**src/common/bridgePkg.sv**
```systemverilog
/*
 * Bridge package
 * Data path sizes, CPU and PCI bus bundles and the bridge register word
 * shared by the acknowledge generator, FIFO, PCI port and register block
 */
package bridgePkg;

    ////////////////////////////////////////////////////////////////////////////
    // Data path sizes
    ////////////////////////////////////////////////////////////////////////////

    localparam int dataWidth  = 32;
    localparam int fifoDepth  = 8;
    // Holds 0 to fifoDepth inclusive
    localparam int levelWidth = 4;
    localparam int burstBeats = 4;
    localparam int ptrWidth   = $clog2(fifoDepth);
    localparam int beatWidth  = $clog2(burstBeats);
    // Bridge register slot on address bits 28 to 2
    localparam int regAddr    = 1;

    ////////////////////////////////////////////////////////////////////////////
    // Bus bundles
    ////////////////////////////////////////////////////////////////////////////

    // MC68040 side, burst is tt0 high with tt1 low
    typedef struct packed {
        logic [31:2] addr;
        logic        rnw;
        logic        tt0;
        logic        tt1;
        logic        nTs;
        logic        nBg;
        logic        nBen;
    } cpuBus_t;

    // PCI side strobes, sampled on BCLK
    typedef struct packed {
        logic pciCycle;
        logic nIrdy;
        logic nTrdy;
    } pciBus_t;

    ////////////////////////////////////////////////////////////////////////////
    // Bridge register word
    ////////////////////////////////////////////////////////////////////////////

    // Write view, flush in bit 0
    typedef struct packed {
        logic [28:0] reserved;
        logic        clearOverflow;
        logic        burstEnable;
        logic        flush;
    } ctrlReg_t;

    // Read view, level in bits 3 to 0
    typedef struct packed {
        logic [24:0]           reserved;
        logic                  empty;
        logic                  pciDir;
        logic                  overflow;
        logic [levelWidth-1:0] level;
    } statReg_t;

    typedef union packed {
        ctrlReg_t ctrl;
        statReg_t stat;
    } regWord_u;

    // Bursts allowed out of reset
    localparam ctrlReg_t ctrlReset = '{
        reserved:      '0,
        clearOverflow: 1'b0,
        burstEnable:   1'b1,
        flush:         1'b0
    };

endpackage

```
**src/bridgeFifo/bridgeFifo.sv**
```systemverilog
/*
 * Bridge FIFO
 * Directional word FIFO between CPU data and PCI AD, with fill level,
 * flush and a sticky overflow flag
 */
`timescale 1ns/1ps

module bridgeFifo (
    input  logic                             BCLK,
    input  logic                             nRESET,
    input  logic                             pciDir,
    input  logic                             cpuPush,
    input  logic                             cpuPop,
    input  logic                             pciPush,
    input  logic                             pciPop,
    input  logic [bridgePkg::dataWidth-1:0]  dIn,
    input  logic [bridgePkg::dataWidth-1:0]  adIn,
    input  bridgePkg::ctrlReg_t              ctrl,
    output logic [bridgePkg::dataWidth-1:0]  head,
    output logic [bridgePkg::levelWidth-1:0] level,
    output logic                             full,
    output logic                             empty,
    output logic                             overflow
);
    import bridgePkg::*;

    logic [dataWidth-1:0]  mem [fifoDepth];
    logic [ptrWidth-1:0]   wrPtr;
    logic [ptrWidth-1:0]   rdPtr;
    logic [levelWidth-1:0] count;
    logic [dataWidth-1:0]  pushData;
    logic                  pushReq;
    logic                  popReq;
    logic                  pushOk;
    logic                  popOk;

    ////////////////////////////////////////////////////////////////////////////
    // Side select
    ////////////////////////////////////////////////////////////////////////////

    // pciDir high, CPU fills and PCI drains
    assign pushReq  = pciDir ? cpuPush : pciPush;
    assign popReq   = pciDir ? pciPop : cpuPop;
    assign pushData = pciDir ? dIn : adIn;

    assign popOk  = popReq && !empty;
    // A pop in the same cycle makes room for the push
    assign pushOk = pushReq && (!full || popOk);

    // Storage
    always_ff @(posedge BCLK) begin
        if (pushOk) begin
            mem[wrPtr] <= pushData;
        end
    end

    ////////////////////////////////////////////////////////////////////////////
    // Pointers and level
    ////////////////////////////////////////////////////////////////////////////

    always_ff @(posedge BCLK or negedge nRESET) begin
        if (!nRESET) begin
            wrPtr <= '0;
            rdPtr <= '0;
            count <= '0;
        end else if (ctrl.flush) begin
            // Flush wins over any beat in the same cycle
            wrPtr <= '0;
            rdPtr <= '0;
            count <= '0;
        end else begin
            if (pushOk) begin
                wrPtr <= wrPtr + 1'b1;
            end
            if (popOk) begin
                rdPtr <= rdPtr + 1'b1;
            end
            case ({pushOk, popOk})
                2'b10:   count <= count + 1'b1;
                2'b01:   count <= count - 1'b1;
                default: count <= count;
            endcase
        end
    end

    // PCI side cannot stall, so a push into a full FIFO is lost
    always_ff @(posedge BCLK or negedge nRESET) begin
        if (!nRESET) begin
            overflow <= 1'b0;
        end else if (pushReq && full && !popOk) begin
            overflow <= 1'b1;
        end else if (ctrl.clearOverflow) begin
            overflow <= 1'b0;
        end
    end

    assign head  = mem[rdPtr];
    assign level = count;
    assign full  = (count == levelWidth'(fifoDepth));
    assign empty = (count == '0);

    // Neither side pops while the FIFO is empty
    aNoEmptyPop: assert property (@(posedge BCLK) disable iff (!nRESET)
        popReq |-> !empty);

endmodule

```
**src/hdl/bridgeRegs.sv**
```systemverilog
/*
 * Bridge registers
 * Control word written by register cycles and status readback,
 * both views of one register word
 */
`timescale 1ns/1ps

module bridgeRegs (
    input  logic                             BCLK,
    input  logic                             nRESET,
    input  logic                             regWr,
    input  logic                             regRd,
    input  logic [bridgePkg::dataWidth-1:0]  dIn,
    input  logic [bridgePkg::levelWidth-1:0] level,
    input  logic                             overflow,
    input  logic                             empty,
    input  logic                             pciDir,
    input  logic [bridgePkg::dataWidth-1:0]  head,
    output bridgePkg::ctrlReg_t              ctrl,
    output logic [bridgePkg::dataWidth-1:0]  dOut
);
    import bridgePkg::*;

    regWord_u wrWord;
    regWord_u rdWord;

    // CPU write data seen as control
    assign wrWord = dIn;

    ////////////////////////////////////////////////////////////////////////////
    // Control register
    ////////////////////////////////////////////////////////////////////////////

    always_ff @(posedge BCLK or negedge nRESET) begin
        if (!nRESET) begin
            ctrl <= ctrlReset;
        end else if (regWr) begin
            ctrl.flush         <= wrWord.ctrl.flush;
            ctrl.burstEnable   <= wrWord.ctrl.burstEnable;
            ctrl.clearOverflow <= wrWord.ctrl.clearOverflow;
        end else begin
            // Command bits are pulses, burstEnable is a level
            ctrl.flush         <= 1'b0;
            ctrl.clearOverflow <= 1'b0;
        end
    end

    // Status view of the same word
    always_comb begin
        rdWord.stat.reserved = '0;
        rdWord.stat.empty    = empty;
        rdWord.stat.pciDir   = pciDir;
        rdWord.stat.overflow = overflow;
        rdWord.stat.level    = level;
    end

    // Register read returns status, data reads return the FIFO head
    assign dOut = regRd ? rdWord : head;

    // Register cycles are single beat with a trailing cycle, so flush is one pulse
    aFlushPulse: assert property (@(posedge BCLK) disable iff (!nRESET)
        ctrl.flush |=> !ctrl.flush);

endmodule

```
**src/hdl/busBridge.sv**
```systemverilog
/*
 * Bus bridge top
 * PCI host bridge data path for an MC68040 class CPU
 */
`timescale 1ns/1ps

module busBridge (
    input  logic                            BCLK,
    input  logic                            nRESET,
    input  bridgePkg::cpuBus_t              cpu,
    input  logic [bridgePkg::dataWidth-1:0] dIn,
    output logic [bridgePkg::dataWidth-1:0] dOut,
    output logic                            dOe,
    output logic                            nTA,
    output logic                            taOe,
    input  bridgePkg::pciBus_t              pci,
    input  logic [bridgePkg::dataWidth-1:0] adIn,
    output logic [bridgePkg::dataWidth-1:0] adOut,
    output logic                            adOe
);
    import bridgePkg::*;

    ctrlReg_t              ctrl;
    logic [dataWidth-1:0]  head;
    logic [levelWidth-1:0] level;
    logic                  regCycle;
    logic                  cpuPush;
    logic                  cpuPop;
    logic                  regWr;
    logic                  regRd;
    logic                  pciDir;
    logic                  pciPush;
    logic                  pciPop;
    logic                  full;
    logic                  empty;
    logic                  overflow;

    // Bridge register slot selected with nBen
    assign regCycle = !cpu.nBen && (cpu.addr[28:2] == 27'(regAddr));

    ////////////////////////////////////////////////////////////////////////////
    // CPU side
    ////////////////////////////////////////////////////////////////////////////

    taGenerator uTaGenerator (
        .BCLK, .nRESET, .cpu, .regCycle, .ctrl, .full, .empty,
        .nTA, .taOe, .cpuPush, .cpuPop, .regWr, .regRd, .dOe
    );

    bridgeRegs uBridgeRegs (
        .BCLK, .nRESET, .regWr, .regRd, .dIn,
        .level, .overflow, .empty, .pciDir, .head, .ctrl, .dOut
    );

    // Shared FIFO, steered by pciDir
    bridgeFifo uBridgeFifo (
        .BCLK, .nRESET, .pciDir, .cpuPush, .cpuPop, .pciPush, .pciPop,
        .dIn, .adIn, .ctrl, .head, .level, .full, .empty, .overflow
    );

    // PCI side
    pciDataPort uPciDataPort (
        .BCLK, .nRESET, .pci, .cpu, .head,
        .pciDir, .pciPush, .pciPop, .adOut, .adOe
    );

endmodule

```
**src/hdl/pciDataPort.sv**
```systemverilog
/*
 * PCI data port
 * Latches bus direction at the start of each PCI cycle, turns PCI beats
 * into FIFO strobes and drives AD from the FIFO head
 */
`timescale 1ns/1ps

module pciDataPort (
    input  logic                            BCLK,
    input  logic                            nRESET,
    input  bridgePkg::pciBus_t              pci,
    input  bridgePkg::cpuBus_t              cpu,
    input  logic [bridgePkg::dataWidth-1:0] head,
    output logic                            pciDir,
    output logic                            pciPush,
    output logic                            pciPop,
    output logic [bridgePkg::dataWidth-1:0] adOut,
    output logic                            adOe
);

    logic cycleLast;
    logic cycleRise;
    logic dirReg;
    logic dirSel;
    logic pciBeat;

    ////////////////////////////////////////////////////////////////////////////
    // Direction latch
    ////////////////////////////////////////////////////////////////////////////

    // First BCLK sample with pciCycle high
    assign cycleRise = pci.pciCycle && !cycleLast;

    // CPU writing with the bus granted, or a PCI master reading the CPU side
    // Both mean data flows CPU to PCI
    assign dirSel = (!cpu.nBg && !cpu.rnw) || (cpu.nBg && cpu.rnw);

    always_ff @(posedge BCLK or negedge nRESET) begin
        if (!nRESET) begin
            cycleLast <= 1'b0;
            // Out of reset the bridge points CPU to PCI
            dirReg    <= 1'b1;
        end else begin
            cycleLast <= pci.pciCycle;
            if (cycleRise) begin
                dirReg <= dirSel;
            end
        end
    end

    // New direction is used already in the opening cycle
    assign pciDir = cycleRise ? dirSel : dirReg;

    ////////////////////////////////////////////////////////////////////////////
    // Beat detect and AD drive
    ////////////////////////////////////////////////////////////////////////////

    // Both ready strobes low inside a PCI cycle
    assign pciBeat = pci.pciCycle && !pci.nIrdy && !pci.nTrdy;

    // Beat fills the FIFO toward the CPU, or drains it toward PCI
    assign pciPush = pciBeat && !pciDir;
    assign pciPop  = pciBeat && pciDir;

    // AD always shows the head word, enable decides who sees it
    assign adOut = head;
    assign adOe  = pci.pciCycle && pciDir;

endmodule

```
**src/transferAck/taGenerator.sv**
```systemverilog
/*
 * Transfer acknowledge generator
 * Latches the MC68040 transfer start, counts single or burst beats and
 * drives nTA with a trailing cycle of drive before release
 */
`timescale 1ns/1ps

module taGenerator (
    input  logic                BCLK,
    input  logic                nRESET,
    input  bridgePkg::cpuBus_t  cpu,
    input  logic                regCycle,
    input  bridgePkg::ctrlReg_t ctrl,
    input  logic                full,
    input  logic                empty,
    output logic                nTA,
    output logic                taOe,
    output logic                cpuPush,
    output logic                cpuPop,
    output logic                regWr,
    output logic                regRd,
    output logic                dOe
);
    import bridgePkg::*;

    // Idle, start latched, beats running, trailing drive
    typedef enum logic [1:0] {
        sIdle,
        sStart,
        sActive,
        sTrail
    } taState_t;

    taState_t             state;
    logic [beatWidth-1:0] beatCount;
    logic [beatWidth-1:0] lastBeat;
    logic                 cycleRead;
    logic                 cycleReg;
    logic                 burstCycle;
    logic                 beatGo;
    logic                 beat;

    // Burst decode only counts when bursts are enabled
    assign burstCycle = cpu.tt0 && !cpu.tt1 && ctrl.burstEnable;

    ////////////////////////////////////////////////////////////////////////////
    // Cycle FSM
    ////////////////////////////////////////////////////////////////////////////

    always_ff @(posedge BCLK or negedge nRESET) begin
        if (!nRESET) begin
            state     <= sIdle;
            beatCount <= '0;
            lastBeat  <= '0;
            cycleRead <= 1'b0;
            cycleReg  <= 1'b0;
        end else begin
            case (state)
                sIdle: begin
                    // Start only counts while this master holds the bus
                    if (!cpu.nTs && !cpu.nBg) begin
                        state     <= sStart;
                        cycleRead <= cpu.rnw;
                        cycleReg  <= regCycle;
                        beatCount <= '0;
                        // Register access is always a single beat
                        if (burstCycle && !regCycle) begin
                            lastBeat <= beatWidth'(burstBeats - 1);
                        end else begin
                            lastBeat <= '0;
                        end
                    end
                end
                sStart: begin
                    state <= sActive;
                end
                sActive: begin
                    if (beat) begin
                        if (beatCount == lastBeat) begin
                            state <= sTrail;
                        end else begin
                            beatCount <= beatCount + 1'b1;
                        end
                    end
                end
                // One cycle of nTA high keeps a stray ack off the next cycle
                sTrail: begin
                    state <= sIdle;
                end
                default: begin
                    state <= sIdle;
                end
            endcase
        end
    end

    ////////////////////////////////////////////////////////////////////////////
    // Beat qualification and strobes
    ////////////////////////////////////////////////////////////////////////////

    // Writes wait on full, reads wait on empty, registers never wait
    assign beatGo = cycleReg || (cycleRead ? !empty : !full);
    assign beat   = (state == sActive) && beatGo;

    assign nTA  = !beat;
    assign taOe = (state == sActive) || (state == sTrail);

    // FIFO strobes line up with nTA low
    assign cpuPush = beat && !cycleReg && !cycleRead;
    assign cpuPop  = beat && !cycleReg && cycleRead;
    assign regWr   = beat && cycleReg && !cycleRead;
    assign regRd   = beat && cycleReg && cycleRead;
    // CPU data bus driven only on read beats
    assign dOe     = beat && cycleRead;

    // One FIFO strobe per beat
    aPushPop: assert property (@(posedge BCLK) disable iff (!nRESET)
        !(cpuPush && cpuPop));

    // Ack is driven, and drive holds through the following cycle
    aTaDrive: assert property (@(posedge BCLK) disable iff (!nRESET)
        !nTA |-> taOe ##1 taOe);

endmodule
```
**config.mk**
```make
export PLATFORM = sky130hd
export DESIGN_NAME = busBridge
export DESIGN_NICKNAME = d
export VERILOG_FILES = /design/src/common/bridgePkg.sv /design/src/bridgeFifo/bridgeFifo.sv /design/src/hdl/bridgeRegs.sv /design/src/hdl/busBridge.sv /design/src/hdl/pciDataPort.sv /design/src/transferAck/taGenerator.sv
export SDC_FILE = /design/constraint.sdc
export NUM_CORES = 1
export LEC_CHECK = 0
export CORE_ASPECT_RATIO = 1.2
export CORE_MARGIN = 1.5
export CORE_UTILIZATION = 25
export DETAILED_ROUTE_END_ITERATION = 8
export DONT_BUFFER_PORTS = 1
export HOLD_SLACK_MARGIN = 0.08
export PLACE_DENSITY = 0.47
export SYNTH_ARGS = -nofsm -noshare
export SYNTH_HDL_FRONTEND = slang
export SYNTH_SLANG_ARGS = --single-unit
```
**constraint.sdc**
```tcl
create_clock -name BCLK -period 6.1 [get_ports BCLK]
set_input_delay 0.305 -clock BCLK [delete_from_list [all_inputs] [get_ports BCLK]]
set_output_delay 0.305 -clock BCLK [all_outputs]
set_load 0.005 [all_outputs]
```
==> results of run 1 <==
## flip-flops by register name, summed over array words and instances, names as in the netlist, 2 cells and up
register / count
uBridgeFifo.mem: 256
uBridgeFifo.wrPtr: 3
uTaGenerator.state: 2
uBridgeRegs.ctrl: 3
uBridgeFifo.rdPtr: 3
uBridgeFifo.level: 4
uTaGenerator.beatCount: 2
## per-stage QoR
stage	cell area, sq um	total power [mW]	setup WS [ns]
6_report	13620	6.062	2.432
5_1_grt	13620	6.425	2.107
4_1_cts	13620	6.198	2.233
3_5_place_dp	12580	4.413	2.314
3_3_place_gp	12580	4.409	2.336
2_1_floorplan	11800	3.865	1.740
## layout make-up
type	count	area [sq um]	area share [%]
multi-input cells	375	3407	25.01
flip-flops and latches	279	8274	60.73
inverters	7	26.28	0.1929
well taps	623	779.5	5.721
clock buffers	44	844.6	6.199
repair buffers	21	190.2	1.396
clock inverters	9	102.6	0.7531
## worst max-delay path: cells and delay by family (launching register included)
kind            cells  cell delay (ns)
simple gates        1             0.13
compound gates      1             0.07
mux                 2             0.96
buf+inv             1             0.65
flops               1             0.97
## power by group
group	internal, mW	switching, mW	leakage, nW
registers	2.36	0.275	2.60
clock network	1.04	0.714	0.456
logic	0.791	0.889	1.37
## cell usage in the layout, fill, tap and decap left out, types with 3 or more instances in the layout
cell type,Yosys,layout
buf_4,0,12
xnor2_1,7,7
nand2_1,110,110
clkinv_2,0,3
edfxtp_1,256,256
nor3_1,7,5
or3_1,5,5
mux4_2,64,64
nand4_1,3,3
clkbuf_1,18,11
a21oi_1,9,9
or3b_1,3,3
nor2_4,0,6
clkbuf_16,0,31
nor2_1,34,28
mux2_2,37,37
dfrtp_1,21,18
nand2b_1,8,8
inv_1,6,6
ha_1,7,7
nand3_1,5,4
mux2i_1,4,4
dlygate4sd3_1,0,8
nor4_1,6,6
o21ai_0,10,10
and2_1,29,29
## routing by layer
metal,vias up,part of all wire (%),wire length (um)
met5,-,0,0
li1,2724,-,-
met1,3090,43,11820
met3,33,5.5,1541
met4,0,2.2,602
met2,189,50,13820
## kinds of logic (layout without fill, tap and decap cells)
logic type,Yosys count,after routing,synth area share [%]
adder cells (fa/ha/maj),7,7,0.7424
flip-flops,279,279,70.07
XOR/XNOR,7,7,0.5197
AO/OA/AOI/OAI,32,32,1.888
multiplexers,107,107,16.38
buffers and inverters,42,81,1.559
AND/OR/NAND/NOR,222,222,8.846
## worst max path at each step
stage | to | slack [ns] | cells past startpoint
2_1_floorplan | uBridgeFifo.mem[0][0]$_DFFE_PP_ | 1.74 | 8
4_1_cts | dOut[4] | 2.23 | 5
3_5_place_dp | uBridgeFifo.mem[2][13]$_DFFE_PP_ | 2.31 | 8
6_report | dOut[4] | 2.43 | 5
3_3_place_gp | uBridgeFifo.mem[3][13]$_DFFE_PP_ | 2.34 | 8
5_1_grt | dOut[4] | 2.11 | 5
==> results.ini, run 1 <==
[grt]
antenna_found_initial = 0
track_usage_pct = 11.38
use_met2_pct = 19.95
globalRoute.busiestLayer = met2
grt_max_degree = 67
use_met1_pct = 14.20
use_met3_pct = 2.228
grt_pass1_vias = 6357
grt_overflow = 0
grt_pass1_wl_mm = 40.59

[clock_tree]
cts_made_buffers = 31
clk_pin_slew_ns = 0.06
clock_path_buffers = 3
cts_sinks = 279
cts_resized = 0
clkLatencyLatePin_ns = 0.56
cts_htree_levels = 1
cts_tree = yes
cts_setup_buffers = 0
hold_buffers = 9
root_buffer = clkbuf_16

[cells_and_area]
drive_gt1_share_pct = 24.49
nFillCells = 4682
num_antenna_cells = 0
final_cells = 1358
finish.utilization_pct = 29.11
layout.nets = 827
area_delta_synth_final_pct = 15.50

[synthesis]
yosys-top-cells-count = edfxtp_1 (256), nand2_1 (110), mux4_2 (64), mux2_2 (37), nor2_1 (34)
synth_most_common_cell = edfxtp_1
yosys-top-cells-area = edfxtp_1 (65%), mux4_2 (12%), dfrtp_1 (4.5%)
async_reset_ff_share_pct = 8.244
synth.distinct_cells = 50
syn_inst = 696
synth_top_flop_cell = edfxtp_1
syn_nets = 808
netlist_area_sq_um = 11800
synth_area_leader_cell = edfxtp_1
synth_seq_cells = 279
syn_area_per_cell_sq_um = 16.95
synth-edff-count = 256
yosysTopAreaCellShare_pct = 65.17
ys_seq_area_share_pct = 70.07
yosys_warnings = 0

[flow_run]
maxCapViolCount = 0

[sta]
rsz0062_at_grt = false
setup_tns_ns = 0
clock.fmax_mhz = 272.6
finalCritPeriodShare_pct = 60.13
slew_viol_final = 0
skew_ns = 0.009176
setup_viol = 0
max_slew_margin_pct = 26.59
fin_crit_ns = 3.668
finalHoldViolations = 0
whs_ns = 0.09990
worst_pin_slew_ns = 1.101

[routing]
drc_errors = 0
viasPerCell = 4.445
drtPass1Iterations = 4
wl_mm = 27.78
wl_per_cell_um = 20.46
drt_first_iter_violations = 336
via_count = 6036
ant_nets = 0

[die]
die_h_um = 241.0
start_util_pct = 25.20
io-pin-count = 173
dieArea_sq_um = 48500
coreArea_sq_um = 46810
fp-row-count = 87
die_w_um = 201.3

[pwr]
peakVddDrop_v = 0.0002356
powerDensity_nw_per_um2 = 444.9
leakage_nw = 4.418

[worst_hold_path]
min_from = adIn[10]
holdPathEnd = uBridgeFifo.mem[0][10]$_DFFE_PP_
hold_path.class = input pin to flop
min_path_cells = 2

[place]
io_buffers = 0
dp_hpwl_mm = 16.60
dp.cells = 1296
gp_congestion = 0.7345

[setup_path]
setup.worst_path.start = uBridgeFifo.rdPtr[0]$_DFFE_PN0P_
cp_max_fo = 38
crit_type = flop to output pin
slowest_stage = dfrtp_4
reg2reg_from = uTaGenerator.state[0]$_DFFE_PN0P_
startpoint_type = flop
crit_path_end_kind = output pin
reg2reg_to = uBridgeFifo.mem[3][14]$_DFFE_PP_
crit_chain = buf_4, mux4_2, mux2_2, nor2_1, a21oi_1
r2r_cells = 8
slowest_delay_ns = 0.97
crit_required_ns = 5.79
reg2reg_slack_ns = 2.44
cp.arrival_ns = 3.36

[status]
outcome = complete, no violations

Power figures use the tool's default switching activity.
==> run 2, diff against run 1 <==
--- a/config.mk
+++ b/config.mk
@@ -5,6 +5,7 @@
 export SDC_FILE = /design/constraint.sdc
 export NUM_CORES = 1
 export LEC_CHECK = 0
+export ABC_AREA = 1
 export CORE_ASPECT_RATIO = 1.2
 export CORE_MARGIN = 1.5
 export CORE_UTILIZATION = 25
==> constraint.sdc (replaced) <==
create_clock -name BCLK -period 3.65 [get_ports BCLK]
set_input_delay 0.1825 -clock BCLK [delete_from_list [all_inputs] [get_ports BCLK]]
set_output_delay 0.1825 -clock BCLK [all_outputs]
set_load 0.005 [all_outputs]
==> run 2 against run 1 <==
Compared with the run above: die area increased by 1.7%; count of clock-buffer cells in the layout fell by 7; clock skew is essentially flat; setup slack worse by 1.9 ns; sequential share of layout area is 4.0 points lower; global-route usage rose by 1.9 points; highest routed layer unchanged; critical path depth is 2 higher; flip-flop and latch count unchanged.
==> results.ini, run 2 <==
[status]
outcome = complete, no violations

[clock_tree]
cts_setup_buffers = 0
clock_path_buffers = 3
clkLatencyLatePin_ns = 0.56
cts_htree_levels = 1
root_buffer = clkbuf_16
cts_made_buffers = 31
cts_sinks = 279
hold_buffers = 66
clk_pin_slew_ns = 0.06
cts_tree = yes
cts_resized = 0

[cells_and_area]
largest_register = uBridgeFifo.mem
area_delta_synth_final_pct = 21.60
drive_gt1_share_pct = 10.84
final_cell_mix = edfxtp_1 (256), nand2_1 (210), nor2_1 (168), o21ai_0 (138), dlygate4sd3_1 (65)
multi_input_area_sq_um = 3349
layout.nets = 1243
regArea_sq_um = 8272
final_cells = 1776
num_antenna_cells = 0
nFillCells = 4791
final_common_cell = edfxtp_1
largest_reg_flops = 256
finalInstanceArea_sq_um = 14590
finish.utilization_pct = 30.88

[die]
die_w_um = 203.0
die_h_um = 243.0
io-pin-count = 173
dieArea_sq_um = 49320
start_util_pct = 25.40
coreArea_sq_um = 47240
fp-row-count = 87

[routing]
wl_mm = 32.93
drt_first_iter_violations = 394
drtPass1Iterations = 5
drc_errors = 0
wl_per_cell_um = 18.54
via_count = 8091
viasPerCell = 4.556
ant_nets = 0

[setup_path]
endpoint = dOut[6]
reg2reg_from = uPciDataPort.dirReg$_DFF_PN1_
setup.worst_path.start = uBridgeFifo.rdPtr[1]$_DFFE_PN0P_
reg2reg_to = uBridgeFifo.mem[5][3]$_DFFE_PP_
cp.arrival_ns = 2.92
r2r_cells = 8
startpoint_type = flop
crit_required_ns = 3.47
crit_path_end_kind = output pin
crit_type = flop to output pin
reg2reg_slack_ns = 0.83
cp_max_fo = 65

[sta]
finalCritPeriodShare_pct = 85.12
rsz0062_at_grt = false
skew_ns = 0.009534
finalHoldViolations = 0
fin_crit_ns = 3.107
worst_pin_slew_ns = 1.046
slew_viol_final = 0
max_slew_margin_pct = 30.05
setup_tns_ns = 0
worst_slack_ns = 0.5430
clock.fmax_mhz = 321.9
whs_ns = 0.07332
setup_viol = 0

[grt]
antenna_found_initial = 0
grt_pass1_wl_mm = 49.39
track_usage_pct = 13.26
grt_max_degree = 89
grt_pass1_vias = 8137
grt_overflow = 0

[pwr]
peakVddDrop_v = 0.0003742
powerDensity_nw_per_um2 = 775.5
power.total_mw = 11.31
leakage_nw = 5.204

[synthesis]
syn_area_per_cell_sq_um = 11.20
synth_area_leader_cell = edfxtp_1
yosys_warnings = 0
syn_nets = 1183
synth.distinct_cells = 39
synth_top_flop_cell = edfxtp_1
async_reset_ff_share_pct = 8.244
syn_inst = 1071
synth_most_common_cell = edfxtp_1
ys_seq_area_share_pct = 68.88
yosys-top-cells-count = edfxtp_1 (256), nand2_1 (210), nor2_1 (176), o21ai_0 (138), o22ai_1 (57)
netlist_area_sq_um = 12000
synth-edff-count = 256
synth_seq_cells = 279
yosys-top-cells-area = edfxtp_1 (64%), nand2_1 (6.6%), o21ai_0 (5.8%)
yosysTopAreaCellShare_pct = 64.07

[place]
gp_congestion = 0.7643
io_buffers = 0
dp_hpwl_mm = 19.88
dp.cells = 1655
postPlaceCellArea_sq_um = 12850
pre_cts_ws_ns = 0.8187

[flow_run]
maxCapViolCount = 0

[worst_hold_path]
hold_path.class = input pin to flop

==> run 2: cell types whose count changed after synthesis, sizes merged, moves of 8 or more <==
cell / previous run / this run
buf: 17 / 27
nor2: 34 / 181
inv: 6 / 43
mux2: 38 / 0
and2: 29 / 0
mux4: 64 / 0
a21oi: 9 / 36
nand2: 110 / 221
clkbuf: 18 / 33
o22ai: 1 / 57
nand2b: 8 / 0
o21ai: 10 / 149
==> run 2: power breakdown <==
part           switching (mW)  internal (mW)
clock network            1.23           2.05
registers               0.175           3.83
logic                    2.84           1.19
total                    4.25           7.07
==> run 2: worst min-delay path by stage <==
stage,from,endpoint,slack (ns),depth (start not counted)
after floorplan,nRESET,uBridgeFifo.level[0]$_DFFE_PN0P_,-0.11,0
after global placement,nRESET,uPciDataPort.cycleLast$_DFF_PN0_,-0.11,0
after detailed placement,nRESET,uPciDataPort.cycleLast$_DFF_PN0_,-0.11,0
after CTS,dIn[4],uBridgeFifo.mem[1][4]$_DFFE_PP_,0.08,2
after global routing,dIn[28],uBridgeFifo.mem[2][28]$_DFFE_PP_,0.11,2
final,adIn[12],uBridgeFifo.mem[6][12]$_DFFE_PP_,0.07,2
==> run 2: worst max-delay path: stages, from the launching register on <==
cell,delay [ns]
dfrtp_2,0.36
buf_4,0.64
o21ai_0,0.21
o22ai_1,0.20
nor2_1,0.06
a31oi_1,0.61
nand2_1,0.15
o21ai_2,0.10
==> run 2: final cells by class <==
class / instances / share of cell area [%]
flip-flops and latches: 279 / 56.69
inverters: 44 / 1.295
repair buffers: 87 / 6.363
well taps: 623 / 5.343
clock inverters: 18 / 1.878
multi-input cells: 688 / 22.96
clock buffers: 37 / 5.471
==> run 2: metal layers <==
metal,vias to the layer above,track usage (%),share of wire (%)
met2,206,23.62,50
li1,3903,-,-
met3,41,1.732,4.0
met4,0,3.660,2.1
met1,3941,16.72,44
met5,-,0,0
==> run 2: cells by family (layout without fill, tap and decap cells) <==
family / Yosys count / count (layout) / synth area share [%]
simple gates: 426 / 426 / 14.87
flops: 279 / 279 / 68.88
compound gates: 253 / 253 / 11.67
buf+inv: 104 / 186 / 3.702
fa+ha+maj: 7 / 7 / 0.7299
xor+xnor: 2 / 2 / 0.1460
